--- config.mk ---
export PLATFORM = sky130hd
export DESIGN_NAME = csr_top
export DESIGN_NICKNAME = d
export VERILOG_FILES = /design/src/common/csr_pkg.sv /design/src/except/csr_except.sv /design/src/timer/csr_timer.sv /design/src/verilog/csr_read_int.sv /design/src/verilog/csr_top.sv
export SDC_FILE = /design/constraint.sdc
export NUM_CORES = 1
export LEC_CHECK = 0
export ABC_AREA = 1
export BUFFER_PORTS_ARGS = -buffer_cell sky130_fd_sc_hd__buf_4
export CAP_MARGIN = 20
export CELL_PAD_IN_SITES_DETAIL_PLACEMENT = 2
export CELL_PAD_IN_SITES_GLOBAL_PLACEMENT = 2
export CORE_MARGIN = 5
export CORE_UTILIZATION = 36
export DETAILED_ROUTE_END_ITERATION = 8
export GPL_ROUTABILITY_DRIVEN = 0
export PLACE_DENSITY_LB_ADDON = 0.2
export SYNTH_ARGS = -nofsm -noshare
export SYNTH_HDL_FRONTEND = slang
export SYNTH_SLANG_ARGS = --single-unit
--- constraint.sdc ---
create_clock -name clk -period 10.3 [get_ports clk]
set_clock_uncertainty 0.05 [all_clocks]
set_input_delay 0.515 -clock clk [delete_from_list [all_inputs] [get_ports clk]]
set_output_delay 0.515 -clock clk [all_outputs]
set_load 0.02 [all_outputs]
--- src/common/csr_pkg.sv ---
package csr_pkg;

    typedef logic [13:0] csr_addr_t;
    typedef logic [31:0] csr_data_t;
    typedef logic [5:0]  ecode_t;
    typedef logic [1:0]  plv_t;
    typedef logic [12:0] int_vec_t;
    typedef logic [7:0]  hw_int_t;

    // software write from the pipeline
    typedef struct packed {
        logic      we;
        csr_addr_t waddr;
        csr_data_t wmask;
        csr_data_t wdata;
    } csr_wr_t;

    typedef struct packed {
        logic      ex_en;     // one-cycle pulse
        ecode_t    ecode;
        logic      esubcode;
        csr_data_t pc;
    } exc_req_t;

    localparam csr_addr_t CSR_CRMD   = 14'h000;
    localparam csr_addr_t CSR_PRMD   = 14'h001;
    localparam csr_addr_t CSR_ECFG   = 14'h004;
    localparam csr_addr_t CSR_ESTAT  = 14'h005;
    localparam csr_addr_t CSR_ERA    = 14'h006;
    localparam csr_addr_t CSR_EENTRY = 14'h00c;
    localparam csr_addr_t CSR_SAVE0  = 14'h030;
    localparam csr_addr_t CSR_SAVE1  = 14'h031;
    localparam csr_addr_t CSR_SAVE2  = 14'h032;
    localparam csr_addr_t CSR_SAVE3  = 14'h033;
    localparam csr_addr_t CSR_TID    = 14'h040;
    localparam csr_addr_t CSR_TCFG   = 14'h041;
    localparam csr_addr_t CSR_TVAL   = 14'h042;
    localparam csr_addr_t CSR_TICLR  = 14'h044;

    localparam ecode_t ECODE_INT  = 6'h00;
    localparam ecode_t ECODE_SYS  = 6'h0b;
    localparam ecode_t ECODE_BRK  = 6'h0c;
    localparam ecode_t ECODE_INE  = 6'h0d;
    localparam ecode_t ECODE_TLBR = 6'h3f;

    // field positions
    localparam int CRMD_PLV_LSB     = 0;
    localparam int CRMD_IE          = 2;
    localparam int CRMD_DA          = 3;
    localparam int CRMD_PG          = 4;
    localparam int PRMD_PPLV_LSB    = 0;
    localparam int PRMD_PIE         = 2;
    localparam int ESTAT_ECODE_LSB  = 16;
    localparam int ESTAT_ESUB_LSB   = 22;
    localparam int TCFG_EN          = 0;
    localparam int TCFG_PERIODIC    = 1;
    localparam int TCFG_INITVAL_LSB = 2;
    localparam int TI_BIT           = 11;
    localparam int IS_HW_LSB        = 2;

    localparam csr_data_t CRMD_RESET = 32'h0000_0008;  // DA=1

    // writable fields per register
    localparam csr_data_t CRMD_WMASK   = 32'h0000_01ff;
    localparam csr_data_t PRMD_WMASK   = 32'h0000_0007;
    localparam csr_data_t ECFG_WMASK   = 32'h0000_1bff;  // bit 10 reserved
    localparam csr_data_t ESTAT_WMASK  = 32'h0000_0003;  // software interrupts only
    localparam csr_data_t ERA_WMASK    = 32'hffff_ffff;
    localparam csr_data_t EENTRY_WMASK = 32'hffff_ffc0;
    localparam csr_data_t SAVE_WMASK   = 32'hffff_ffff;
    localparam csr_data_t TID_WMASK    = 32'hffff_ffff;
    localparam csr_data_t TCFG_WMASK   = 32'hffff_ffff;

    // masked merge, limited to the writable fields
    function automatic csr_data_t csr_merge(csr_data_t old, csr_wr_t w, csr_data_t fields);
        csr_data_t m;
        m = w.wmask & fields;
        return (w.wdata & m) | (old & ~m);
    endfunction

    function automatic csr_data_t low_mask(int unsigned width);
        return csr_data_t'((64'd1 << width) - 64'd1);
    endfunction

endpackage

--- src/except/csr_except.sv ---
`timescale 1ns/1ps

module csr_except (
    input  logic                clk,
    input  logic                rstn,
    input  csr_pkg::csr_wr_t    wr,
    input  csr_pkg::exc_req_t   exc,
    input  logic                ertn_flush,
    input  csr_pkg::hw_int_t    hw_int,
    output csr_pkg::csr_data_t  crmd,
    output csr_pkg::csr_data_t  prmd,
    output csr_pkg::csr_data_t  ecfg,
    output csr_pkg::csr_data_t  estat_low,
    output csr_pkg::csr_data_t  era,
    output csr_pkg::csr_data_t  eentry,
    output csr_pkg::csr_data_t  save0,
    output csr_pkg::csr_data_t  save1,
    output csr_pkg::csr_data_t  save2,
    output csr_pkg::csr_data_t  save3,
    output csr_pkg::csr_data_t  new_pc
);
    import csr_pkg::*;

    csr_data_t crmd_q;
    csr_data_t prmd_q;
    csr_data_t ecfg_q;
    csr_data_t estat_q;
    csr_data_t era_q;
    csr_data_t eentry_q;
    csr_data_t save_q [4];
    csr_data_t estat_wr;
    logic      in_ex;
    logic      ret_skip;
    ecode_t    cur_ecode;
    plv_t      cur_plv;
    plv_t      prev_plv;

    logic crmd_we;
    logic prmd_we;
    logic ecfg_we;
    logic estat_we;
    logic era_we;
    logic eentry_we;

    assign crmd_we   = wr.we && (wr.waddr == CSR_CRMD);
    assign prmd_we   = wr.we && (wr.waddr == CSR_PRMD);
    assign ecfg_we   = wr.we && (wr.waddr == CSR_ECFG);
    assign estat_we  = wr.we && (wr.waddr == CSR_ESTAT);
    assign era_we    = wr.we && (wr.waddr == CSR_ERA);
    assign eentry_we = wr.we && (wr.waddr == CSR_EENTRY);

    assign cur_ecode = estat_q[ESTAT_ECODE_LSB +: $bits(ecode_t)];
    assign cur_plv   = crmd_q[CRMD_PLV_LSB +: $bits(plv_t)];
    assign prev_plv  = prmd_q[PRMD_PPLV_LSB +: $bits(plv_t)];
    assign estat_wr  = csr_merge(estat_q, wr, ESTAT_WMASK);

    // exception entry beats ertn, ertn beats a software write
    always_ff @(posedge clk) begin
        if (!rstn) begin
            crmd_q <= CRMD_RESET;
        end else if (exc.ex_en) begin
            crmd_q[CRMD_PLV_LSB +: $bits(plv_t)] <= '0;
            crmd_q[CRMD_IE]                      <= 1'b0;
            if (exc.ecode == ECODE_TLBR) begin  // refill runs in direct mode
                crmd_q[CRMD_DA] <= 1'b1;
                crmd_q[CRMD_PG] <= 1'b0;
            end
        end else if (ertn_flush) begin
            crmd_q[CRMD_PLV_LSB +: $bits(plv_t)] <= prev_plv;
            crmd_q[CRMD_IE]                      <= prmd_q[PRMD_PIE];
            if (cur_ecode == ECODE_TLBR) begin
                crmd_q[CRMD_DA] <= 1'b0;
                crmd_q[CRMD_PG] <= 1'b1;
            end
        end else if (crmd_we) begin
            crmd_q <= csr_merge(crmd_q, wr, CRMD_WMASK);
        end
    end

    always_ff @(posedge clk) begin
        if (!rstn) begin
            prmd_q <= '0;
        end else if (exc.ex_en) begin
            prmd_q[PRMD_PPLV_LSB +: $bits(plv_t)] <= cur_plv;
            prmd_q[PRMD_PIE]                      <= crmd_q[CRMD_IE];
        end else if (prmd_we) begin
            prmd_q <= csr_merge(prmd_q, wr, PRMD_WMASK);
        end
    end

    always_ff @(posedge clk) begin
        if (!rstn) begin
            estat_q <= '0;
        end else begin
            if (exc.ex_en) begin
                estat_q[ESTAT_ECODE_LSB +: $bits(ecode_t)] <= exc.ecode;
                estat_q[ESTAT_ESUB_LSB +: 9]               <= {8'b0, exc.esubcode};
            end else if (estat_we) begin
                estat_q[1:0] <= estat_wr[1:0];
            end
            estat_q[IS_HW_LSB +: $bits(hw_int_t)] <= hw_int;  // sampled every cycle
        end
    end

    always_ff @(posedge clk) begin
        if (!rstn) begin
            ecfg_q   <= '0;
            era_q    <= '0;
            eentry_q <= '0;
        end else begin
            if (ecfg_we) begin
                ecfg_q <= csr_merge(ecfg_q, wr, ECFG_WMASK);
            end
            if (exc.ex_en) begin
                era_q <= exc.pc;
            end else if (era_we) begin
                era_q <= csr_merge(era_q, wr, ERA_WMASK);
            end
            if (eentry_we) begin
                eentry_q <= csr_merge(eentry_q, wr, EENTRY_WMASK);
            end
        end
    end

    always_ff @(posedge clk) begin
        if (!rstn) begin
            for (int i = 0; i < 4; i++) begin
                save_q[i] <= '0;
            end
        end else begin
            for (int i = 0; i < 4; i++) begin
                if (wr.we && (wr.waddr == CSR_SAVE0 + csr_addr_t'(i))) begin
                    save_q[i] <= csr_merge(save_q[i], wr, SAVE_WMASK);
                end
            end
        end
    end

    // ertn without a pending exception returns to ERA as is
    always_ff @(posedge clk) begin
        if (!rstn) begin
            in_ex <= 1'b0;
        end else if (exc.ex_en) begin
            in_ex <= 1'b1;
        end else if (ertn_flush) begin
            in_ex <= 1'b0;
        end
    end

    assign ret_skip = in_ex && (cur_ecode == ECODE_SYS || cur_ecode == ECODE_BRK ||
                                cur_ecode == ECODE_INE || cur_ecode == ECODE_INT);
    assign new_pc   = ret_skip ? era_q + 32'd4 : era_q;  // skip the trapping instruction

    assign crmd      = crmd_q;
    assign prmd      = prmd_q;
    assign ecfg      = ecfg_q;
    assign estat_low = estat_q;
    assign era       = era_q;
    assign eentry    = eentry_q;
    assign save0     = save_q[0];
    assign save1     = save_q[1];
    assign save2     = save_q[2];
    assign save3     = save_q[3];

    // the pipeline never reports an exception and an ertn together
    a_no_ex_ertn: assert property (@(posedge clk) disable iff (!rstn)
        !(exc.ex_en && ertn_flush))
        else $error("ex_en and ertn_flush high in the same cycle");

endmodule

--- src/timer/csr_timer.sv ---
`timescale 1ns/1ps

module csr_timer #(
    parameter csr_pkg::csr_data_t CORE_ID = '0,
    parameter int                 TIMER_W = 32
) (
    input  logic                clk,
    input  logic                rstn,
    input  csr_pkg::csr_wr_t    wr,
    output csr_pkg::csr_data_t  tid,
    output csr_pkg::csr_data_t  tcfg,
    output csr_pkg::csr_data_t  tval,
    output logic                ti_pending
);
    import csr_pkg::*;

    localparam csr_data_t TCFG_FIELDS = TCFG_WMASK & low_mask(TIMER_W);

    csr_data_t          tid_q;
    csr_data_t          tcfg_q;
    csr_data_t          tcfg_new;
    logic [TIMER_W-1:0] tval_q;
    logic [TIMER_W-1:0] tval_load;
    logic [TIMER_W-1:0] tval_reload;
    logic               timer_en;
    logic               tid_we;
    logic               tcfg_we;
    logic               ticlr_we;
    logic               tval_zero;

    assign tid_we    = wr.we && (wr.waddr == CSR_TID);
    assign tcfg_we   = wr.we && (wr.waddr == CSR_TCFG);
    assign ticlr_we  = wr.we && (wr.waddr == CSR_TICLR);
    assign tcfg_new  = csr_merge(tcfg_q, wr, TCFG_FIELDS);
    assign tval_zero = (tval_q == '0);

    // initial value is in units of 4 cycles
    assign tval_load   = {tcfg_new[TIMER_W-1:TCFG_INITVAL_LSB], {TCFG_INITVAL_LSB{1'b0}}};
    assign tval_reload = {tcfg_q[TIMER_W-1:TCFG_INITVAL_LSB], {TCFG_INITVAL_LSB{1'b0}}};

    always_ff @(posedge clk) begin
        if (!rstn) begin
            tid_q <= CORE_ID;
        end else if (tid_we) begin
            tid_q <= csr_merge(tid_q, wr, TID_WMASK);
        end
    end

    always_ff @(posedge clk) begin
        if (!rstn) begin
            tcfg_q   <= '0;
            timer_en <= 1'b0;
        end else if (tcfg_we) begin
            tcfg_q   <= tcfg_new;
            timer_en <= tcfg_new[TCFG_EN];
        end else if (timer_en && tval_zero) begin
            timer_en <= tcfg_q[TCFG_PERIODIC];  // one-shot stops here
        end
    end

    always_ff @(posedge clk) begin
        if (!rstn) begin
            tval_q <= '1;
        end else if (tcfg_we && tcfg_new[TCFG_EN]) begin
            tval_q <= tval_load;
        end else if (timer_en) begin
            if (!tval_zero) begin
                tval_q <= tval_q - 1'b1;
            end else if (tcfg_q[TCFG_PERIODIC]) begin
                tval_q <= tval_reload;
            end else begin
                tval_q <= '1;
            end
        end
    end

    // clear wins over a new expiry
    always_ff @(posedge clk) begin
        if (!rstn) begin
            ti_pending <= 1'b0;
        end else if (ticlr_we && wr.wdata[0]) begin
            ti_pending <= 1'b0;
        end else if (timer_en && tval_zero) begin
            ti_pending <= 1'b1;
        end
    end

    assign tid  = tid_q;
    assign tcfg = tcfg_q;
    assign tval = csr_data_t'(tval_q);

    a_tval_frozen: assert property (@(posedge clk) disable iff (!rstn)
        (!tcfg_q[TCFG_EN] && !tcfg_we) |=> $stable(tval_q))
        else $error("TVAL changed while the timer was disabled");

endmodule

--- src/verilog/csr_read_int.sv ---
`timescale 1ns/1ps

module csr_read_int #(
    parameter int TIMER_W = 32
) (
    input  csr_pkg::csr_addr_t  raddr,
    input  csr_pkg::csr_data_t  crmd,
    input  csr_pkg::csr_data_t  prmd,
    input  csr_pkg::csr_data_t  ecfg,
    input  csr_pkg::csr_data_t  estat_low,
    input  csr_pkg::csr_data_t  era,
    input  csr_pkg::csr_data_t  eentry,
    input  csr_pkg::csr_data_t  save0,
    input  csr_pkg::csr_data_t  save1,
    input  csr_pkg::csr_data_t  save2,
    input  csr_pkg::csr_data_t  save3,
    input  csr_pkg::csr_data_t  tid,
    input  csr_pkg::csr_data_t  tcfg,
    input  csr_pkg::csr_data_t  tval,
    input  logic                ti_pending,
    output csr_pkg::csr_data_t  rdata,
    output logic                has_int
);
    import csr_pkg::*;

    localparam csr_data_t TIMER_MASK = low_mask(TIMER_W);

    csr_data_t estat;
    int_vec_t  int_lines;

    // timer pending bit lives in the timer block
    always_comb begin
        estat         = estat_low;
        estat[TI_BIT] = ti_pending;
    end

    always_comb begin
        case (raddr)
            CSR_CRMD:   rdata = crmd;
            CSR_PRMD:   rdata = prmd;
            CSR_ECFG:   rdata = ecfg;
            CSR_ESTAT:  rdata = estat;
            CSR_ERA:    rdata = era;
            CSR_EENTRY: rdata = eentry;
            CSR_SAVE0:  rdata = save0;
            CSR_SAVE1:  rdata = save1;
            CSR_SAVE2:  rdata = save2;
            CSR_SAVE3:  rdata = save3;
            CSR_TID:    rdata = tid;
            CSR_TCFG:   rdata = tcfg & TIMER_MASK;
            CSR_TVAL:   rdata = tval & TIMER_MASK;
            CSR_TICLR:  rdata = '0;  // write-only
            default:    rdata = '0;
        endcase
    end

    assign int_lines = ecfg[$bits(int_vec_t)-1:0] & estat[$bits(int_vec_t)-1:0];
    assign has_int   = (|int_lines) && crmd[CRMD_IE];

endmodule

--- src/verilog/csr_top.sv ---
`timescale 1ns/1ps

module csr_top #(
    parameter csr_pkg::csr_data_t CORE_ID = 32'h0000_0000,
    parameter int                 TIMER_W = 32
) (
    input  logic                clk,
    input  logic                rstn,
    input  csr_pkg::csr_wr_t    wr,
    input  csr_pkg::csr_addr_t  raddr,
    input  csr_pkg::exc_req_t   exc,
    input  logic                ertn_flush,
    input  csr_pkg::hw_int_t    hw_int,
    output csr_pkg::csr_data_t  rdata,
    output logic                has_int,
    output csr_pkg::csr_data_t  new_pc,
    output csr_pkg::csr_data_t  ex_entry_pc
);
    import csr_pkg::*;

    csr_data_t crmd;
    csr_data_t prmd;
    csr_data_t ecfg;
    csr_data_t estat_low;
    csr_data_t era;
    csr_data_t eentry;
    csr_data_t save0;
    csr_data_t save1;
    csr_data_t save2;
    csr_data_t save3;
    csr_data_t tid;
    csr_data_t tcfg;
    csr_data_t tval;
    logic      ti_pending;

    csr_except i_except (
        .clk        (clk),
        .rstn       (rstn),
        .wr         (wr),
        .exc        (exc),
        .ertn_flush (ertn_flush),
        .hw_int     (hw_int),
        .crmd       (crmd),
        .prmd       (prmd),
        .ecfg       (ecfg),
        .estat_low  (estat_low),
        .era        (era),
        .eentry     (eentry),
        .save0      (save0),
        .save1      (save1),
        .save2      (save2),
        .save3      (save3),
        .new_pc     (new_pc)
    );

    csr_timer #(
        .CORE_ID (CORE_ID),
        .TIMER_W (TIMER_W)
    ) i_timer (
        .clk        (clk),
        .rstn       (rstn),
        .wr         (wr),
        .tid        (tid),
        .tcfg       (tcfg),
        .tval       (tval),
        .ti_pending (ti_pending)
    );

    csr_read_int #(
        .TIMER_W (TIMER_W)
    ) i_read_int (
        .raddr      (raddr),
        .crmd       (crmd),
        .prmd       (prmd),
        .ecfg       (ecfg),
        .estat_low  (estat_low),
        .era        (era),
        .eentry     (eentry),
        .save0      (save0),
        .save1      (save1),
        .save2      (save2),
        .save3      (save3),
        .tid        (tid),
        .tcfg       (tcfg),
        .tval       (tval),
        .ti_pending (ti_pending),
        .rdata      (rdata),
        .has_int    (has_int)
    );

    assign ex_entry_pc = eentry;  // exception vector base

endmodule
==> results of run 1 <==
## cell families after synthesis
| group | count (synthesis) | synth area share, % |
|---|---|---|
| other | 1 | 0.0183 |
| adder cells (fa/ha/maj) | 3 | 0.183 |
| buffers and inverters | 515 | 11.0 |
| flip-flops | 326 | 38.2 |
| AO/OA/AOI/OAI | 625 | 16.5 |
| AND/OR/NAND/NOR | 1428 | 32.6 |
| XOR/XNOR | 38 | 1.63 |
## Yosys cell counts (17+ instances only)
| library cell | count | area, um^2 |
|---|---|---|
| sky130_fd_sc_hd__nand2_1 | 559 | 2100 |
| sky130_fd_sc_hd__buf_2 | 41 | 205 |
| sky130_fd_sc_hd__a21oi_1 | 235 | 1180 |
| sky130_fd_sc_hd__nor2_4 | 68 | 766 |
| sky130_fd_sc_hd__edfxtp_1 | 128 | 3840 |
| sky130_fd_sc_hd__o31ai_1 | 21 | 158 |
| sky130_fd_sc_hd__xor2_1 | 38 | 333 |
| sky130_fd_sc_hd__nor2_1 | 444 | 1670 |
| sky130_fd_sc_hd__dfxtp_1 | 198 | 3960 |
| sky130_fd_sc_hd__o21ai_1 | 26 | 130 |
| sky130_fd_sc_hd__clkbuf_1 | 55 | 206 |
| sky130_fd_sc_hd__inv_1 | 353 | 1330 |
| sky130_fd_sc_hd__o22ai_1 | 17 | 106 |
| sky130_fd_sc_hd__nand4_1 | 84 | 526 |
| sky130_fd_sc_hd__nor3_1 | 31 | 155 |
| sky130_fd_sc_hd__nand3_1 | 163 | 816 |
| sky130_fd_sc_hd__nor2_2 | 43 | 269 |
| sky130_fd_sc_hd__o21bai_2 | 20 | 225 |
| sky130_fd_sc_hd__o21ai_0 | 288 | 1440 |
## layout make-up
class                   count  share of cell area (%)
clock buffers              61                    5.12
clock inverters            16                   0.748
inverters                 380                    5.93
multi-input cells        2100                    43.5
flip-flops and latches    326                    32.4
well taps                 756                    3.92
repair buffers            264                    8.36
## layer usage
layer | track usage (%) | wire length (um) | part of all wire [%]
met1 | 45.4 | 46500 | 43
met2 | 54.2 | 49500 | 46
met3 | 5.92 | 8350 | 7.7
met4 | 11.4 | 4140 | 3.8
met5 | 0 | 13 | 0.012
## metrics by stage
stage                     power [mW]  hold slack, ns
after floorplan                 1.57           0.389
after global placement          1.73           0.408
after detailed placement        1.74           0.422
after CTS                       3.29          0.0490
after global routing            3.36          0.0630
final                           3.28          0.0621
## worst min-delay path: stages
cell and delay (ns):
sky130_fd_sc_hd__buf_4 0.08, sky130_fd_sc_hd__nand2_1 0.04, sky130_fd_sc_hd__inv_1 0.04
## cells in the final DEF, fill, tap and decap left out, types with 26 or more instances in the layout
| cell | netlist | final |
|---|---|---|
| sky130_fd_sc_hd__o21ai_1 | 26 | 26 |
| sky130_fd_sc_hd__dfxtp_1 | 198 | 198 |
| sky130_fd_sc_hd__xor2_1 | 38 | 38 |
| sky130_fd_sc_hd__edfxtp_1 | 128 | 128 |
| sky130_fd_sc_hd__nor2_2 | 43 | 45 |
| sky130_fd_sc_hd__nor2_4 | 68 | 69 |
| sky130_fd_sc_hd__nor3_1 | 31 | 31 |
| sky130_fd_sc_hd__nand2_1 | 559 | 559 |
| sky130_fd_sc_hd__o21ai_0 | 288 | 284 |
| sky130_fd_sc_hd__clkbuf_16 | 0 | 43 |
| sky130_fd_sc_hd__nand4_1 | 84 | 84 |
| sky130_fd_sc_hd__nor2_1 | 444 | 441 |
| sky130_fd_sc_hd__buf_4 | 14 | 262 |
| sky130_fd_sc_hd__inv_1 | 353 | 352 |
| sky130_fd_sc_hd__a21oi_1 | 235 | 235 |
| sky130_fd_sc_hd__nand3_1 | 163 | 163 |
## where the power goes
part           switching [mW]  internal, mW  leakage (nW)
Clock                   0.630         0.930         0.702
Combinational           0.236        0.0901          6.28
Sequential             0.0278          1.37          2.93
Total                   0.893          2.39          9.91
## worst paths after layout
check	to	cells past startpoint	slack (ns)	startpoint
hold / removal	i_except.estat_low[5]	3	0.06	hw_int[3]
hold reg to reg	i_except.in_ex	2	0.43	i_except.in_ex
setup / recovery	rdata[4]	11	5.91	raddr[1]
setup reg to reg	i_timer.tval[3]	7	7.04	i_timer.tcfg[0]
==> impl_results.html, run 1 <==
<table>
<tr><th>Metric</th><th>Value</th></tr>
<tr><th colspan="2">Run status</th></tr>
<tr><td>Outcome</td><td>finished clean</td></tr>
<tr><th colspan="2">Detailed routing</th></tr>
<tr><td>Average wire per standard cell</td><td>27.8 um</td></tr>
<tr><td>Avg Vias per Cell</td><td>5.82</td></tr>
<tr><td>Routed vias</td><td>22,700</td></tr>
<tr><td>Iter 0 DRT Violations</td><td>1,995</td></tr>
<tr><td>TritonRoute pass-1 iters</td><td>5</td></tr>
<tr><td>Wire length reported by the detailed router</td><td>108,000 um</td></tr>
<tr><td>Antenna-violating nets left</td><td>0</td></tr>
<tr><td>Post-route DRC</td><td>0</td></tr>
<tr><th colspan="2">Floorplan</th></tr>
<tr><td>Site row count</td><td>87</td></tr>
<tr><td>Number of top-level design ports</td><td>241</td></tr>
<tr><td>Die Span X</td><td>248 um</td></tr>
<tr><td>Core box area</td><td>56,400 um^2</td></tr>
<tr><td>Die area</td><td>61,700 um^2</td></tr>
<tr><td>Die outline height</td><td>248 um</td></tr>
<tr><td>Initial core utilization</td><td>36.3%</td></tr>
<tr><th colspan="2">Clock network</th></tr>
<tr><td>Max clock buf depth</td><td>3</td></tr>
<tr><td>Insertion delay of the later-clocked pin in the worst-skew pair</td><td>0.60 ns</td></tr>
<tr><td>Register clock-pin slew on the reported worst setup and hold paths</td><td>0.06 ns</td></tr>
<tr><td>Htree depth</td><td>2</td></tr>
<tr><td>CTS root buf</td><td>sky130_fd_sc_hd__clkbuf_16</td></tr>
<tr><td>Gates resized, CTS repair</td><td>0</td></tr>
<tr><td>Clock sink count</td><td>326</td></tr>
<tr><td>Count of buffers added by post-CTS timing repair for setup</td><td>0</td></tr>
<tr><td>Number of buffers inserted during clock tree synthesis</td><td>42</td></tr>
<tr><td>Hold Buf Count CTS</td><td>0</td></tr>
<tr><td>TritonCTS clock tree</td><td>built</td></tr>
<tr><th colspan="2">Cells and area</th></tr>
<tr><td>Total Nets Final</td><td>3,261</td></tr>
<tr><td>Area delta synth-&gt;final</td><td>17.8%</td></tr>
<tr><td>Area used by sequential logic in the layout</td><td>7810 um^2</td></tr>
<tr><td>Count of filler cells inserted in the layout</td><td>6,774</td></tr>
<tr><td>Multi-input gate area in the final layout</td><td>10,500 um^2</td></tr>
<tr><td>Core Util, Final</td><td>42.7%</td></tr>
<tr><td>Final instance count without filler cells</td><td>3,903</td></tr>
<tr><td>Post-route cell area</td><td>24,100 um^2</td></tr>
<tr><td>Antenna fix cells</td><td>0</td></tr>
<tr><td>Layout cell share with drive strength beyond 1</td><td>16.2%</td></tr>
<tr><th colspan="2">Placement</th></tr>
<tr><td>Detailed-placement wirelength estimate</td><td>79,200 um</td></tr>
<tr><td>Placed Area</td><td>22,700 um^2</td></tr>
<tr><td>Setup WS pre-CTS</td><td>6.18 ns</td></tr>
<tr><td>Post-Place Cells</td><td>3,825</td></tr>
<tr><td>Count of input and output buffers</td><td>234</td></tr>
<tr><th colspan="2">Hold path</th></tr>
<tr><td>Hold WC Path Type</td><td>in -&gt; reg</td></tr>
<tr><th colspan="2">STA</th></tr>
<tr><td>Final setup violation count</td><td>0</td></tr>
<tr><td>Final hold viol count</td><td>0</td></tr>
<tr><td>Worst max-slew margin expressed relative to the limit</td><td>20.8%</td></tr>
<tr><td>Highest achievable clock rate</td><td>228 MHz</td></tr>
<tr><td>Slew at the pin closest to its max-slew limit</td><td>1.19 ns</td></tr>
<tr><td>Total negative slack for setup checks</td><td>0 ns</td></tr>
<tr><td>Setup slack after layout</td><td>5.91 ns</td></tr>
<tr><td>Min Clock Period, post-route</td><td>4.39 ns</td></tr>
<tr><td>Number of max-slew violations in the final report</td><td>0</td></tr>
<tr><td>RSZ-0062 raised after global routing</td><td>false</td></tr>
<tr><td>Final critical-path share of the clock period</td><td>42.6%</td></tr>
<tr><th colspan="2">Setup path</th></tr>
<tr><td>Cell chain of the critical path</td><td>buf_4, nor2_4, nand2_1, inv_1, nand3_2, inv_2, nand2_1, nand2_1, inv_1, nand4_1, buf_4</td></tr>
<tr><td>Library cell contributing the largest single delay on the critical path</td><td>sky130_fd_sc_hd__nand3_2</td></tr>
<tr><td>Cell family contributing the most delay on the critical path</td><td>buffers and inverters</td></tr>
<tr><td>Critical Path Sink Type</td><td>primary output</td></tr>
<tr><td>Peak fanout along the critical path</td><td>18</td></tr>
<tr><td>Largest stage delay on the critical path</td><td>0.77 ns</td></tr>
<tr><td>Sort of element at the start of the critical path</td><td>input pin</td></tr>
<tr><td>Startpoint-to-endpoint class of the critical path</td><td>in -&gt; out</td></tr>
<tr><td>Data required, critical path</td><td>9.74 ns</td></tr>
<tr><td>Critical Path Most Common Cell</td><td>sky130_fd_sc_hd__nand2_1</td></tr>
<tr><td>Buffers &amp; Inverters on Critical Path</td><td>5</td></tr>
<tr><td>Data arrival time of the critical path</td><td>3.82 ns</td></tr>
<tr><th colspan="2">Synthesis</th></tr>
<tr><td>Post-synthesis instance area</td><td>20,500 um^2</td></tr>
<tr><td>Number of synthesized register bits</td><td>326</td></tr>
<tr><td>Number of enable-type register cells in the synthesized netlist</td><td>128</td></tr>
<tr><td>Ys async rst share</td><td>0%</td></tr>
<tr><td>Warning count from the yosys run</td><td>0</td></tr>
<tr><td>Share of synthesized area occupied by flip-flops and latches</td><td>38.2%</td></tr>
<tr><td>Post-synth cell types</td><td>49</td></tr>
<tr><td>Most used DFF post-synth</td><td>sky130_fd_sc_hd__dfxtp_1</td></tr>
<tr><td>Gate count of the mapped netlist</td><td>2,936</td></tr>
<tr><td>Mean instance size in the synthesized netlist</td><td>6.97 um^2</td></tr>
<tr><th colspan="2">GRT</th></tr>
<tr><td>Total congestion overflow after global routing</td><td>0</td></tr>
<tr><td>Wire length of the first global-routing pass</td><td>159,000 um</td></tr>
<tr><td>Global Route Usage Sum</td><td>33.5%</td></tr>
<tr><td>Number of antenna violations at the first check in global routing</td><td>7</td></tr>
<tr><td>Largest net degree at the start of global routing</td><td>75</td></tr>
<tr><td>Via count of the first global-routing pass</td><td>24,200</td></tr>
<tr><th colspan="2">Pwr</th></tr>
<tr><td>Power density over the cells</td><td>136 nW/um^2</td></tr>
<tr><td>Leakage dissipation</td><td>9.91 nW</td></tr>
<tr><td>Worst VDD drop</td><td>0.129 mV</td></tr>
<tr><th colspan="2">Job</th></tr>
<tr><td>Max-cap viol count</td><td>0</td></tr>
</table>
Note: power is estimated with default switching activity, not from simulation.
==> inputs of run 2 (changes only) <==
CORE_UTILIZATION = 30   (was 36)
clock period = 3.5 ns   (was 10.3 ns; I/O delays follow)
==> impl_results.html, run 2 (synthesis results as in run 1) <==
<table>
<tr><th>Metric</th><th>Value</th></tr>
<tr><th colspan="2">Clock network</th></tr>
<tr><td>Register clock-pin slew on the reported worst setup and hold paths</td><td>0.06 ns (about the same)</td></tr>
<tr><td>CTS root buf</td><td>sky130_fd_sc_hd__clkbuf_16</td></tr>
<tr><td>Number of buffers inserted during clock tree synthesis</td><td>42 (unchanged)</td></tr>
<tr><td>Clock sink count</td><td>326 (unchanged)</td></tr>
<tr><td>Insertion delay of the later-clocked pin in the worst-skew pair</td><td>0.59 ns (about the same)</td></tr>
<tr><td>Max clock buf depth</td><td>3 (unchanged)</td></tr>
<tr><td>TritonCTS clock tree</td><td>built</td></tr>
<tr><td>Htree depth</td><td>2 (unchanged)</td></tr>
<tr><th colspan="2">Setup path</th></tr>
<tr><td>Critical Path Sink Type</td><td>primary output</td></tr>
<tr><td>Sort of element at the start of the critical path</td><td>register</td></tr>
<tr><td>R2R Path End</td><td>i_timer.tval[21]</td></tr>
<tr><td>Library cell contributing the largest single delay on the critical path</td><td>sky130_fd_sc_hd__dfxtp_1</td></tr>
<tr><td>Internal reg-to-reg setup slack</td><td>1.09 ns (-5.95 ns)</td></tr>
<tr><td>Data arrival time of the critical path</td><td>3.14 ns (-0.68 ns)</td></tr>
<tr><td>Cell chain of the critical path</td><td>a21boi_0, nor4_1, nand2_1, buf_4, clkinvlp_4, o21ai_0, buf_4</td></tr>
<tr><td>Data required, critical path</td><td>3.27 ns (-6.47 ns)</td></tr>
<tr><td>Beginning of the worst register-to-register path</td><td>i_timer.tval[12]</td></tr>
<tr><td>Cell family contributing the most delay on the critical path</td><td>buffers and inverters</td></tr>
<tr><td>Critical Path Most Common Cell</td><td>sky130_fd_sc_hd__buf_4</td></tr>
<tr><td>Largest stage delay on the critical path</td><td>0.68 ns (-0.09 ns)</td></tr>
<tr><td>Startpoint-to-endpoint class of the critical path</td><td>reg -&gt; out</td></tr>
<tr><td>Worst-case reg-to-reg path depth</td><td>8 (+1)</td></tr>
<tr><td>Peak fanout along the critical path</td><td>34 (+16)</td></tr>
<tr><td>Buffers &amp; Inverters on Critical Path</td><td>3 (-2)</td></tr>
<tr><th colspan="2">STA</th></tr>
<tr><td>Highest achievable clock rate</td><td>298 MHz</td></tr>
<tr><td>Min Clock Period, post-route</td><td>3.36 ns</td></tr>
<tr><td>RSZ-0062 raised after global routing</td><td>false</td></tr>
<tr><td>Final critical-path share of the clock period</td><td>96.0%</td></tr>
<tr><td>Final setup violation count</td><td>0 (unchanged)</td></tr>
<tr><td>Slew at the pin closest to its max-slew limit</td><td>1.10 ns (-0.0862 ns)</td></tr>
<tr><td>Number of max-slew violations in the final report</td><td>0 (unchanged)</td></tr>
<tr><td>Worst max-slew margin expressed relative to the limit</td><td>26.5% (+5.7 points)</td></tr>
<tr><td>Final hold viol count</td><td>0 (unchanged)</td></tr>
<tr><th colspan="2">Detailed routing</th></tr>
<tr><td>Antenna-violating nets left</td><td>0 (unchanged)</td></tr>
<tr><td>Routed vias</td><td>23,000 (+1.3%)</td></tr>
<tr><td>Wire length reported by the detailed router</td><td>115,000 um (+5.9%)</td></tr>
<tr><td>Average wire per standard cell</td><td>27.7 um (-0.44%)</td></tr>
<tr><td>Iter 0 DRT Violations</td><td>1,707 (-14%)</td></tr>
<tr><td>Post-route DRC</td><td>0 (unchanged)</td></tr>
<tr><td>Avg Vias per Cell</td><td>5.54 (-4.8%)</td></tr>
<tr><td>TritonRoute pass-1 iters</td><td>5 (unchanged)</td></tr>
<tr><th colspan="2">Cells and area</th></tr>
<tr><td>Post-route cell area</td><td>25,500 um^2 (+5.7%)</td></tr>
<tr><td>Area used by sequential logic in the layout</td><td>7810 um^2 (unchanged)</td></tr>
<tr><td>Multi-input gate area in the final layout</td><td>10,500 um^2 (about the same)</td></tr>
<tr><td>Leading cell types in the layout, fill and taps excluded</td><td>559 x sky130_fd_sc_hd__nand2_1, 441 x sky130_fd_sc_hd__nor2_1, 351 x sky130_fd_sc_hd__inv_1</td></tr>
<tr><td>Layout cell share with drive strength beyond 1</td><td>16.1% (-0.12 points)</td></tr>
<tr><td>Commonest non-fill, non-tap cell in the layout</td><td>sky130_fd_sc_hd__nand2_1</td></tr>
<tr><td>Area delta synth-&gt;final</td><td>24.5%</td></tr>
<tr><td>Total Nets Final</td><td>3,384 (+3.8%)</td></tr>
<tr><td>Count of filler cells inserted in the layout</td><td>7,902 (+17%)</td></tr>
<tr><th colspan="2">Floorplan</th></tr>
<tr><td>Initial core utilization</td><td>30.4% (-5.9 points)</td></tr>
<tr><td>Number of top-level design ports</td><td>241 (unchanged)</td></tr>
<tr><td>Site row count</td><td>95 (+9.2%)</td></tr>
<tr><td>Core box area</td><td>67,400 um^2 (+20%)</td></tr>
<tr><td>Die outline height</td><td>271 um (+9.2%)</td></tr>
<tr><td>Die area</td><td>73,500 um^2 (+19%)</td></tr>
<tr><td>Die Span X</td><td>271 um (+9.2%)</td></tr>
<tr><th colspan="2">GRT</th></tr>
<tr><td>Wire length of the first global-routing pass</td><td>165,000 um (+3.4%)</td></tr>
<tr><td>Global Route Usage Sum</td><td>29.8% (-3.7 points)</td></tr>
<tr><td>Via count of the first global-routing pass</td><td>24,300 (+0.35%)</td></tr>
<tr><td>Largest net degree at the start of global routing</td><td>63 (-16%)</td></tr>
<tr><td>Total congestion overflow after global routing</td><td>0 (unchanged)</td></tr>
<tr><td>Number of antenna violations at the first check in global routing</td><td>9 (+2)</td></tr>
<tr><th colspan="2">Pwr</th></tr>
<tr><td>Power share of the combinational group</td><td>11.2% (+1.3 points)</td></tr>
<tr><td>Worst VDD drop</td><td>0.308 mV (+140%)</td></tr>
<tr><td>Leakage dissipation</td><td>10.4 nW (+4.7%)</td></tr>
<tr><td>Power density over the cells</td><td>385 nW/um^2 (+180%)</td></tr>
<tr><td>Power Total</td><td>9.81 mW (+200%)</td></tr>
<tr><td>Power share of the sequential group</td><td>42.0% (-0.5 points)</td></tr>
<tr><td>Fraction of power spent switching nets</td><td>28.1% (+0.85 points)</td></tr>
<tr><td>Net switching power figure</td><td>2.75 mW (+210%)</td></tr>
<tr><td>Internal Power</td><td>7.05 mW (+200%)</td></tr>
<tr><td>Clock power frac</td><td>46.8% (-0.7 points)</td></tr>
<tr><th colspan="2">Placement</th></tr>
<tr><td>Detailed-placement wirelength estimate</td><td>84,300 um (+6.4%)</td></tr>
<tr><td>Count of input and output buffers</td><td>234 (unchanged)</td></tr>
<tr><td>Placed Area</td><td>23,000 um^2 (+1.3%)</td></tr>
<tr><th colspan="2">Run status</th></tr>
<tr><td>Outcome</td><td>finished clean</td></tr>
<tr><th colspan="2">Hold path</th></tr>
<tr><td>Start point of the worst hold path</td><td>exc[25]</td></tr>
<tr><td>Hold WC Path Type</td><td>in -&gt; reg</td></tr>
<tr><td>Cell depth of the worst hold path</td><td>5 (+2)</td></tr>
<tr><th colspan="2">Job</th></tr>
<tr><td>Max-cap viol count</td><td>0 (unchanged)</td></tr>
</table>
-- run 2: cell types whose count changed in the layout (fill, tap and decap cells not counted), moves of 3 or more --
cell and delta:
sky130_fd_sc_hd__buf_12 +3, sky130_fd_sc_hd__buf_4 +13, sky130_fd_sc_hd__clkbuf_8 -4, sky130_fd_sc_hd__clkinvlp_4 +5, sky130_fd_sc_hd__diode_2 +7, sky130_fd_sc_hd__dlygate4sd3_1 +108
-- run 2: what timing repair did --
| action | in CTS | in global routing |
|---|---|---|
| resized for setup | 0 | 2 |
| setup endpoints to repair | 0 | 7 |
| hold buffers | 108 | 0 |
| buffers inserted | 0 | 0 |
| endpoints found under the hold margin | 115 | 0 |
-- run 2: worst reg2reg max path, stage by stage (launching register included) --
cell and delay (ns):
sky130_fd_sc_hd__dfxtp_1 0.35, sky130_fd_sc_hd__nor2_1 0.28, sky130_fd_sc_hd__nand2_1 0.20, sky130_fd_sc_hd__nor2_2 0.26, sky130_fd_sc_hd__nand4_1 0.16, sky130_fd_sc_hd__nor2_1 0.69, sky130_fd_sc_hd__nand2_1 0.14, sky130_fd_sc_hd__nand3_1 0.12
sky130_fd_sc_hd__nand2_1 0.07
-- run 2: cell type report --
| class | count | area share (%) |
|---|---|---|
| inverters | 380 | 5.63 |
| multi-input cells | 2100 | 41.2 |
| clock inverters | 23 | 1.03 |
| well taps | 873 | 4.29 |
| clock buffers | 54 | 4.50 |
| flip-flops and latches | 326 | 30.7 |
| repair buffers | 387 | 12.7 |
| diodes | 7 | 0.0688 |
-- run 2: worst max-delay path by stage --
stage	from	to	slack (ns)	cells after the start
floorplan	wr[75]	i_except.save_q[0][0]	-0.20	7
global placement	i_except.estat_low[18]	new_pc[16]	0.83	8
detailed placement	i_except.estat_low[18]	new_pc[16]	0.72	8
CTS	i_except.estat_low[18]	new_pc[16]	0.08	8
global route	i_except.estat_low[17]	new_pc[14]	0.002	7
finish	i_except.estat_low[17]	new_pc[12]	0.14	7
-- run 2: routing by layer --
| layer | up-vias | global-route usage, % | part of all wire (%) |
|---|---|---|---|
| met5 | - | 0 | 0.030 |
| met4 | 4 | 9.90 | 3.4 |
| met3 | 200 | 7.07 | 8.1 |
| met2 | 875 | 47.5 | 45 |
| met1 | 11700 | 39.9 | 44 |
| li1 | 10200 | - | - |
-- run 2: metrics by stage --
| step | util [%] | hold slack [ns] | setup slack (ns) | cells | setup TNS (ns) |
|---|---|---|---|---|---|
| finish | 37.8 | 0.0345 | 0.140 | 4150 | 0 |
| global route | 37.8 | 0.0691 | 0.00216 | 4147 | 0 |
| CTS | 37.8 | 0.0130 | 0.0758 | 4143 | 0 |
| detailed placement | 34.1 | 0.320 | 0.722 | 3958 | 0 |
| global placement | 34.1 | 0.307 | 0.832 | 3958 | 0 |
| floorplan | - | 0.223 | -0.196 | 2941 | -25.03 |
-- run 2: power groups by stage --
stage                     clock [mW]  combinational (mW)  sequential (mW)
after detailed placement           0               0.971             4.20
after global placement             0               0.947             4.19
after floorplan                    0               0.473             4.15
after global routing            4.78                1.16             4.13
after CTS                       4.65                1.06             4.12
final                           4.59                1.10             4.12
==> inputs of run 3 (changes only) <==
ABC_AREA = 0   (was 1)
CORE_UTILIZATION = 32   (was 30)
==> impl_results.html, run 3 <==
<table>
<tr><th>Metric</th><th>Value</th></tr>
<tr><th colspan="2">Placement</th></tr>
<tr><td>Post-Place Cells</td><td>2,939 (-26%)</td></tr>
<tr><td>Detailed-placement wirelength estimate</td><td>64,000 um (-24%)</td></tr>
<tr><td>Setup WS pre-CTS</td><td>0.512 ns (-0.210 ns)</td></tr>
<tr><td>Placed Area</td><td>20,700 um^2 (-9.7%)</td></tr>
<tr><td>Count of input and output buffers</td><td>234 (unchanged)</td></tr>
<tr><th colspan="2">Setup path</th></tr>
<tr><td>Sort of element at the start of the critical path</td><td>register</td></tr>
<tr><td>Data required, critical path</td><td>3.27 ns (about the same)</td></tr>
<tr><td>Worst-case reg-to-reg path depth</td><td>7 (-1)</td></tr>
<tr><td>Cell chain of the critical path</td><td>or3_1, a21oi_1, o2111a_1, nor4b_2, buf_4, nand4_1, xnor2_1, buf_4</td></tr>
<tr><td>CP Depth</td><td>8 (+1)</td></tr>
<tr><td>Cell family contributing the most delay on the critical path</td><td>simple AND/OR/NAND/NOR gates</td></tr>
<tr><td>Data arrival time of the critical path</td><td>3.01 ns (-0.13 ns)</td></tr>
<tr><td>Critical Path Sink Type</td><td>primary output</td></tr>
<tr><td>Library cell contributing the largest single delay on the critical path</td><td>sky130_fd_sc_hd__o2111a_1</td></tr>
<tr><td>Peak fanout along the critical path</td><td>6 (-82%)</td></tr>
<tr><td>Startpoint-to-endpoint class of the critical path</td><td>reg -&gt; out</td></tr>
<tr><td>Buffers &amp; Inverters on Critical Path</td><td>2 (-1)</td></tr>
<tr><td>Largest stage delay on the critical path</td><td>0.44 ns (-0.24 ns)</td></tr>
<tr><td>Critical Path Most Common Cell</td><td>sky130_fd_sc_hd__buf_4</td></tr>
<tr><th colspan="2">Hold path</th></tr>
<tr><td>Hold WC Path Type</td><td>in -&gt; reg</td></tr>
<tr><td>Cell depth of the worst hold path</td><td>4 (-1)</td></tr>
<tr><th colspan="2">Clock network</th></tr>
<tr><td>CTS root buf</td><td>sky130_fd_sc_hd__clkbuf_16</td></tr>
<tr><td>Number of buffers inserted during clock tree synthesis</td><td>41 (-2.4%)</td></tr>
<tr><td>Max clock buf depth</td><td>3 (unchanged)</td></tr>
<tr><td>Htree depth</td><td>2 (unchanged)</td></tr>
<tr><td>Insertion delay of the later-clocked pin in the worst-skew pair</td><td>0.58 ns (about the same)</td></tr>
<tr><td>TritonCTS clock tree</td><td>built</td></tr>
<tr><td>Clock sink count</td><td>326 (unchanged)</td></tr>
<tr><td>Register clock-pin slew on the reported worst setup and hold paths</td><td>0.06 ns (about the same)</td></tr>
<tr><th colspan="2">Detailed routing</th></tr>
<tr><td>TritonRoute pass-1 iters</td><td>6 (+1)</td></tr>
<tr><td>Avg Vias per Cell</td><td>6.04 (+9.0%)</td></tr>
<tr><td>Wire length reported by the detailed router</td><td>97,000 um (-16%)</td></tr>
<tr><td>Routed vias</td><td>19,300 (-16%)</td></tr>
<tr><td>Post-route DRC</td><td>0 (unchanged)</td></tr>
<tr><td>Wire length the detailed router placed on met1</td><td>39,000 um (-22%)</td></tr>
<tr><td>Met2 wire len</td><td>48,000 um (-6.9%)</td></tr>
<tr><td>Average wire per standard cell</td><td>30.4 um (+9.7%)</td></tr>
<tr><td>Highest metal used</td><td>met4</td></tr>
<tr><td>Detail Route met3 WL</td><td>5980 um (-35%)</td></tr>
<tr><td>Iter 0 DRT Violations</td><td>1,729 (+1.3%)</td></tr>
<tr><td>Antenna-violating nets left</td><td>0 (unchanged)</td></tr>
<tr><th colspan="2">GRT</th></tr>
<tr><td>Total congestion overflow after global routing</td><td>0 (unchanged)</td></tr>
<tr><td>Via count of the first global-routing pass</td><td>20,800 (-14%)</td></tr>
<tr><td>Wire length of the first global-routing pass</td><td>140,000 um (-15%)</td></tr>
<tr><td>Number of antenna violations at the first check in global routing</td><td>0 (-9)</td></tr>
<tr><td>Global Route Usage Sum</td><td>30.6% (+0.81 points)</td></tr>
<tr><td>Largest net degree at the start of global routing</td><td>64 (+1.6%)</td></tr>
<tr><th colspan="2">Floorplan</th></tr>
<tr><td>Die outline height</td><td>247 um (-8.8%)</td></tr>
<tr><td>Site row count</td><td>87 (-8.4%)</td></tr>
<tr><td>Core box area</td><td>56,100 um^2 (-17%)</td></tr>
<tr><td>Die area</td><td>61,100 um^2 (-17%)</td></tr>
<tr><td>Number of top-level design ports</td><td>241 (unchanged)</td></tr>
<tr><td>Die Span X</td><td>247 um (-8.8%)</td></tr>
<tr><td>Initial core utilization</td><td>32.1% (+1.8 points)</td></tr>
<tr><th colspan="2">Pwr</th></tr>
<tr><td>Power share of the sequential group</td><td>45.4% (+3.4 points)</td></tr>
<tr><td>Worst VDD drop</td><td>0.276 mV (-10%)</td></tr>
<tr><td>Internal Power</td><td>6.74 mW (-4.5%)</td></tr>
<tr><td>Clock power frac</td><td>44.3% (-2.5 points)</td></tr>
<tr><td>Leakage dissipation</td><td>9.00 nW (-13%)</td></tr>
<tr><td>Fraction of power spent switching nets</td><td>26.4% (-1.7 points)</td></tr>
<tr><td>Net switching power figure</td><td>2.41 mW (-12%)</td></tr>
<tr><td>Power density over the cells</td><td>385 nW/um^2 (about the same)</td></tr>
<tr><td>Power share of the combinational group</td><td>10.4% (-0.8 points)</td></tr>
<tr><th colspan="2">STA</th></tr>
<tr><td>RSZ-0062 raised after global routing</td><td>false</td></tr>
<tr><td>Final setup violation count</td><td>0 (unchanged)</td></tr>
<tr><td>Final critical-path share of the clock period</td><td>92.5% (-3.5 points)</td></tr>
<tr><td>Worst max-slew margin expressed relative to the limit</td><td>41.1% (+15 points)</td></tr>
<tr><td>Slew at the pin closest to its max-slew limit</td><td>0.883 ns (-0.219 ns)</td></tr>
<tr><td>Final hold viol count</td><td>0 (unchanged)</td></tr>
<tr><td>Number of max-slew violations in the final report</td><td>0 (unchanged)</td></tr>
<tr><td>Min Clock Period, post-route</td><td>3.24 ns (-0.121 ns)</td></tr>
<tr><td>Highest achievable clock rate</td><td>309 MHz (+3.7%)</td></tr>
<tr><td>Setup slack after layout</td><td>0.261 ns (+0.121 ns)</td></tr>
<tr><th colspan="2">Run status</th></tr>
<tr><td>Outcome</td><td>finished clean</td></tr>
<tr><th colspan="2">Synthesis</th></tr>
<tr><td>Number of enable-type register cells in the synthesized netlist</td><td>128 (unchanged)</td></tr>
<tr><td>Leading cell types by count after synthesis</td><td>228 x sky130_fd_sc_hd__nand2_1, 207 x sky130_fd_sc_hd__a21oi_1, 198 x sky130_fd_sc_hd__dfxtp_1</td></tr>
<tr><td>Warning count from the yosys run</td><td>0 (unchanged)</td></tr>
<tr><td>Cell type with the largest total area after synthesis</td><td>sky130_fd_sc_hd__dfxtp_1</td></tr>
<tr><td>Most used DFF post-synth</td><td>sky130_fd_sc_hd__dfxtp_1</td></tr>
<tr><td>Share of synthesized area occupied by flip-flops and latches</td><td>43.4% (+5.2 points)</td></tr>
<tr><td>Mean instance size in the synthesized netlist</td><td>8.77 um^2 (+26%)</td></tr>
<tr><td>Top cells by area, synth</td><td>sky130_fd_sc_hd__dfxtp_1 22%, sky130_fd_sc_hd__edfxtp_1 21%, sky130_fd_sc_hd__a21oi_1 5.8%, sky130_fd_sc_hd__nand2b_1 4.9%, sky130_fd_sc_hd__nand2_1 4.8%</td></tr>
<tr><td>Post-synthesis instance area</td><td>18,000 um^2 (-12%)</td></tr>
<tr><td>Fraction of post-synthesis cell area in the top cell type by area</td><td>22.0% (+2.6 points)</td></tr>
<tr><td>Gate count of the mapped netlist</td><td>2,053 (-30%)</td></tr>
<tr><td>Most instantiated library cell after synthesis</td><td>sky130_fd_sc_hd__nand2_1</td></tr>
<tr><td>Post-synth cell types</td><td>78 (+59%)</td></tr>
<tr><td>Number of synthesized register bits</td><td>326 (unchanged)</td></tr>
<tr><td>Ys async rst share</td><td>0% (unchanged)</td></tr>
<tr><th colspan="2">Cells and area</th></tr>
<tr><td>Post-route cell area</td><td>23,800 um^2 (-6.6%)</td></tr>
<tr><td>Total Nets Final</td><td>2,556 (-24%)</td></tr>
<tr><td>Count of filler cells inserted in the layout</td><td>6,045 (-24%)</td></tr>
<tr><td>Final instance count without filler cells</td><td>3,196 (-23%)</td></tr>
<tr><td>Layout cell share with drive strength beyond 1</td><td>16.4% (+0.24 points)</td></tr>
<tr><td>Commonest non-fill, non-tap cell in the layout</td><td>sky130_fd_sc_hd__buf_4</td></tr>
<tr><td>Leading cell types in the layout, fill and taps excluded</td><td>294 x sky130_fd_sc_hd__buf_4, 228 x sky130_fd_sc_hd__nand2_1, 207 x sky130_fd_sc_hd__a21oi_1</td></tr>
<tr><td>Area delta synth-&gt;final</td><td>32.1%</td></tr>
<tr><th colspan="2">Job</th></tr>
<tr><td>Max-cap viol count</td><td>0 (unchanged)</td></tr>
</table>
run 3: layout make-up:
cell class | count | area (um^2) | area share (%)
multi-input combinational | 1522 | 9440 | 39.7
inverter | 32 | 123 | 0.515
clock buffer | 64 | 1180 | 4.97
sequential | 326 | 7810 | 32.8
clock inverter | 9 | 42.5 | 0.179
antenna | 1 | 2.50 | 0.0105
timing repair buffer | 486 | 4240 | 17.8
tap | 756 | 946 | 3.98
run 3: timing repair:
item,CTS,global route
resized for setup,0,0
buffers inserted,0,2
hold buffers,181,0
endpoints found under the hold margin,153,0
setup endpoints to repair,0,3
run 3: worst register-to-register path, stage by stage (launching register included):
cell and delay [ns]:
sky130_fd_sc_hd__dfxtp_1 0.37, sky130_fd_sc_hd__nor4_1 0.66, sky130_fd_sc_hd__and4_1 0.48, sky130_fd_sc_hd__and3_2 0.27, sky130_fd_sc_hd__buf_4 0.34, sky130_fd_sc_hd__nor2_1 0.12, sky130_fd_sc_hd__a311o_1 0.32, sky130_fd_sc_hd__a2bb2oi_1 0.14
run 3: cells by family (layout without fill, tap and decap cells):
logic type,count (synthesis),after routing,share of synthesized area (%)
other,1,7,0.0208
and+or+nand+nor,805,805,22.3
buffers and inverters,210,591,4.89
DFF,326,326,43.4
adders and majority gates,3,3,0.209
AOI/OAI and AO/OA,572,572,22.0
xor gates and xnor gates,53,53,2.58
muxes,83,83,4.64
run 3: stage by stage:
step	hold WS, ns	utilization (%)	TNS, ns	power (mW)
6_report	0.0350	42.4	0	9.15
5_1_grt	0.0554	42.4	0	9.41
4_1_cts	0.00820	42.4	0	9.16
3_5_place_dp	0.341	37.0	0	5.02
3_3_place_gp	0.336	37.0	0	5.00
2_1_floorplan	0.252	-	-37.97	4.55
run 3: power by group through the flow:
stage	Clock [mW]	Sequential (mW)	Combinational [mW]
after floorplan	0	4.17	0.384
after global placement	0	4.22	0.774
after detailed placement	0	4.23	0.793
after CTS	4.09	4.15	0.922
after global routing	4.26	4.15	0.996
final	4.05	4.15	0.949
run 3: worst paths after layout:
path | start | slack [ns] | to
worst max-delay path | i_except.estat_low[18] | 0.26 | new_pc[31]
worst min register to register | register | 0.42 | register
worst min-delay path | wr[33] | 0.03 | register
worst max register to register | i_timer.tval[15] | 0.67 | i_timer.tval[6]
run 3: metal layers:
| metal | global-route usage [%] | vias up |
|---|---|---|
| met2 | 52.9 | 818 |
| met1 | 38.5 | 9997 |
| li1 | - | 8294 |
| met5 | 0 | - |
| met3 | 4.15 | 192 |
| met4 | 12.7 | 0 |
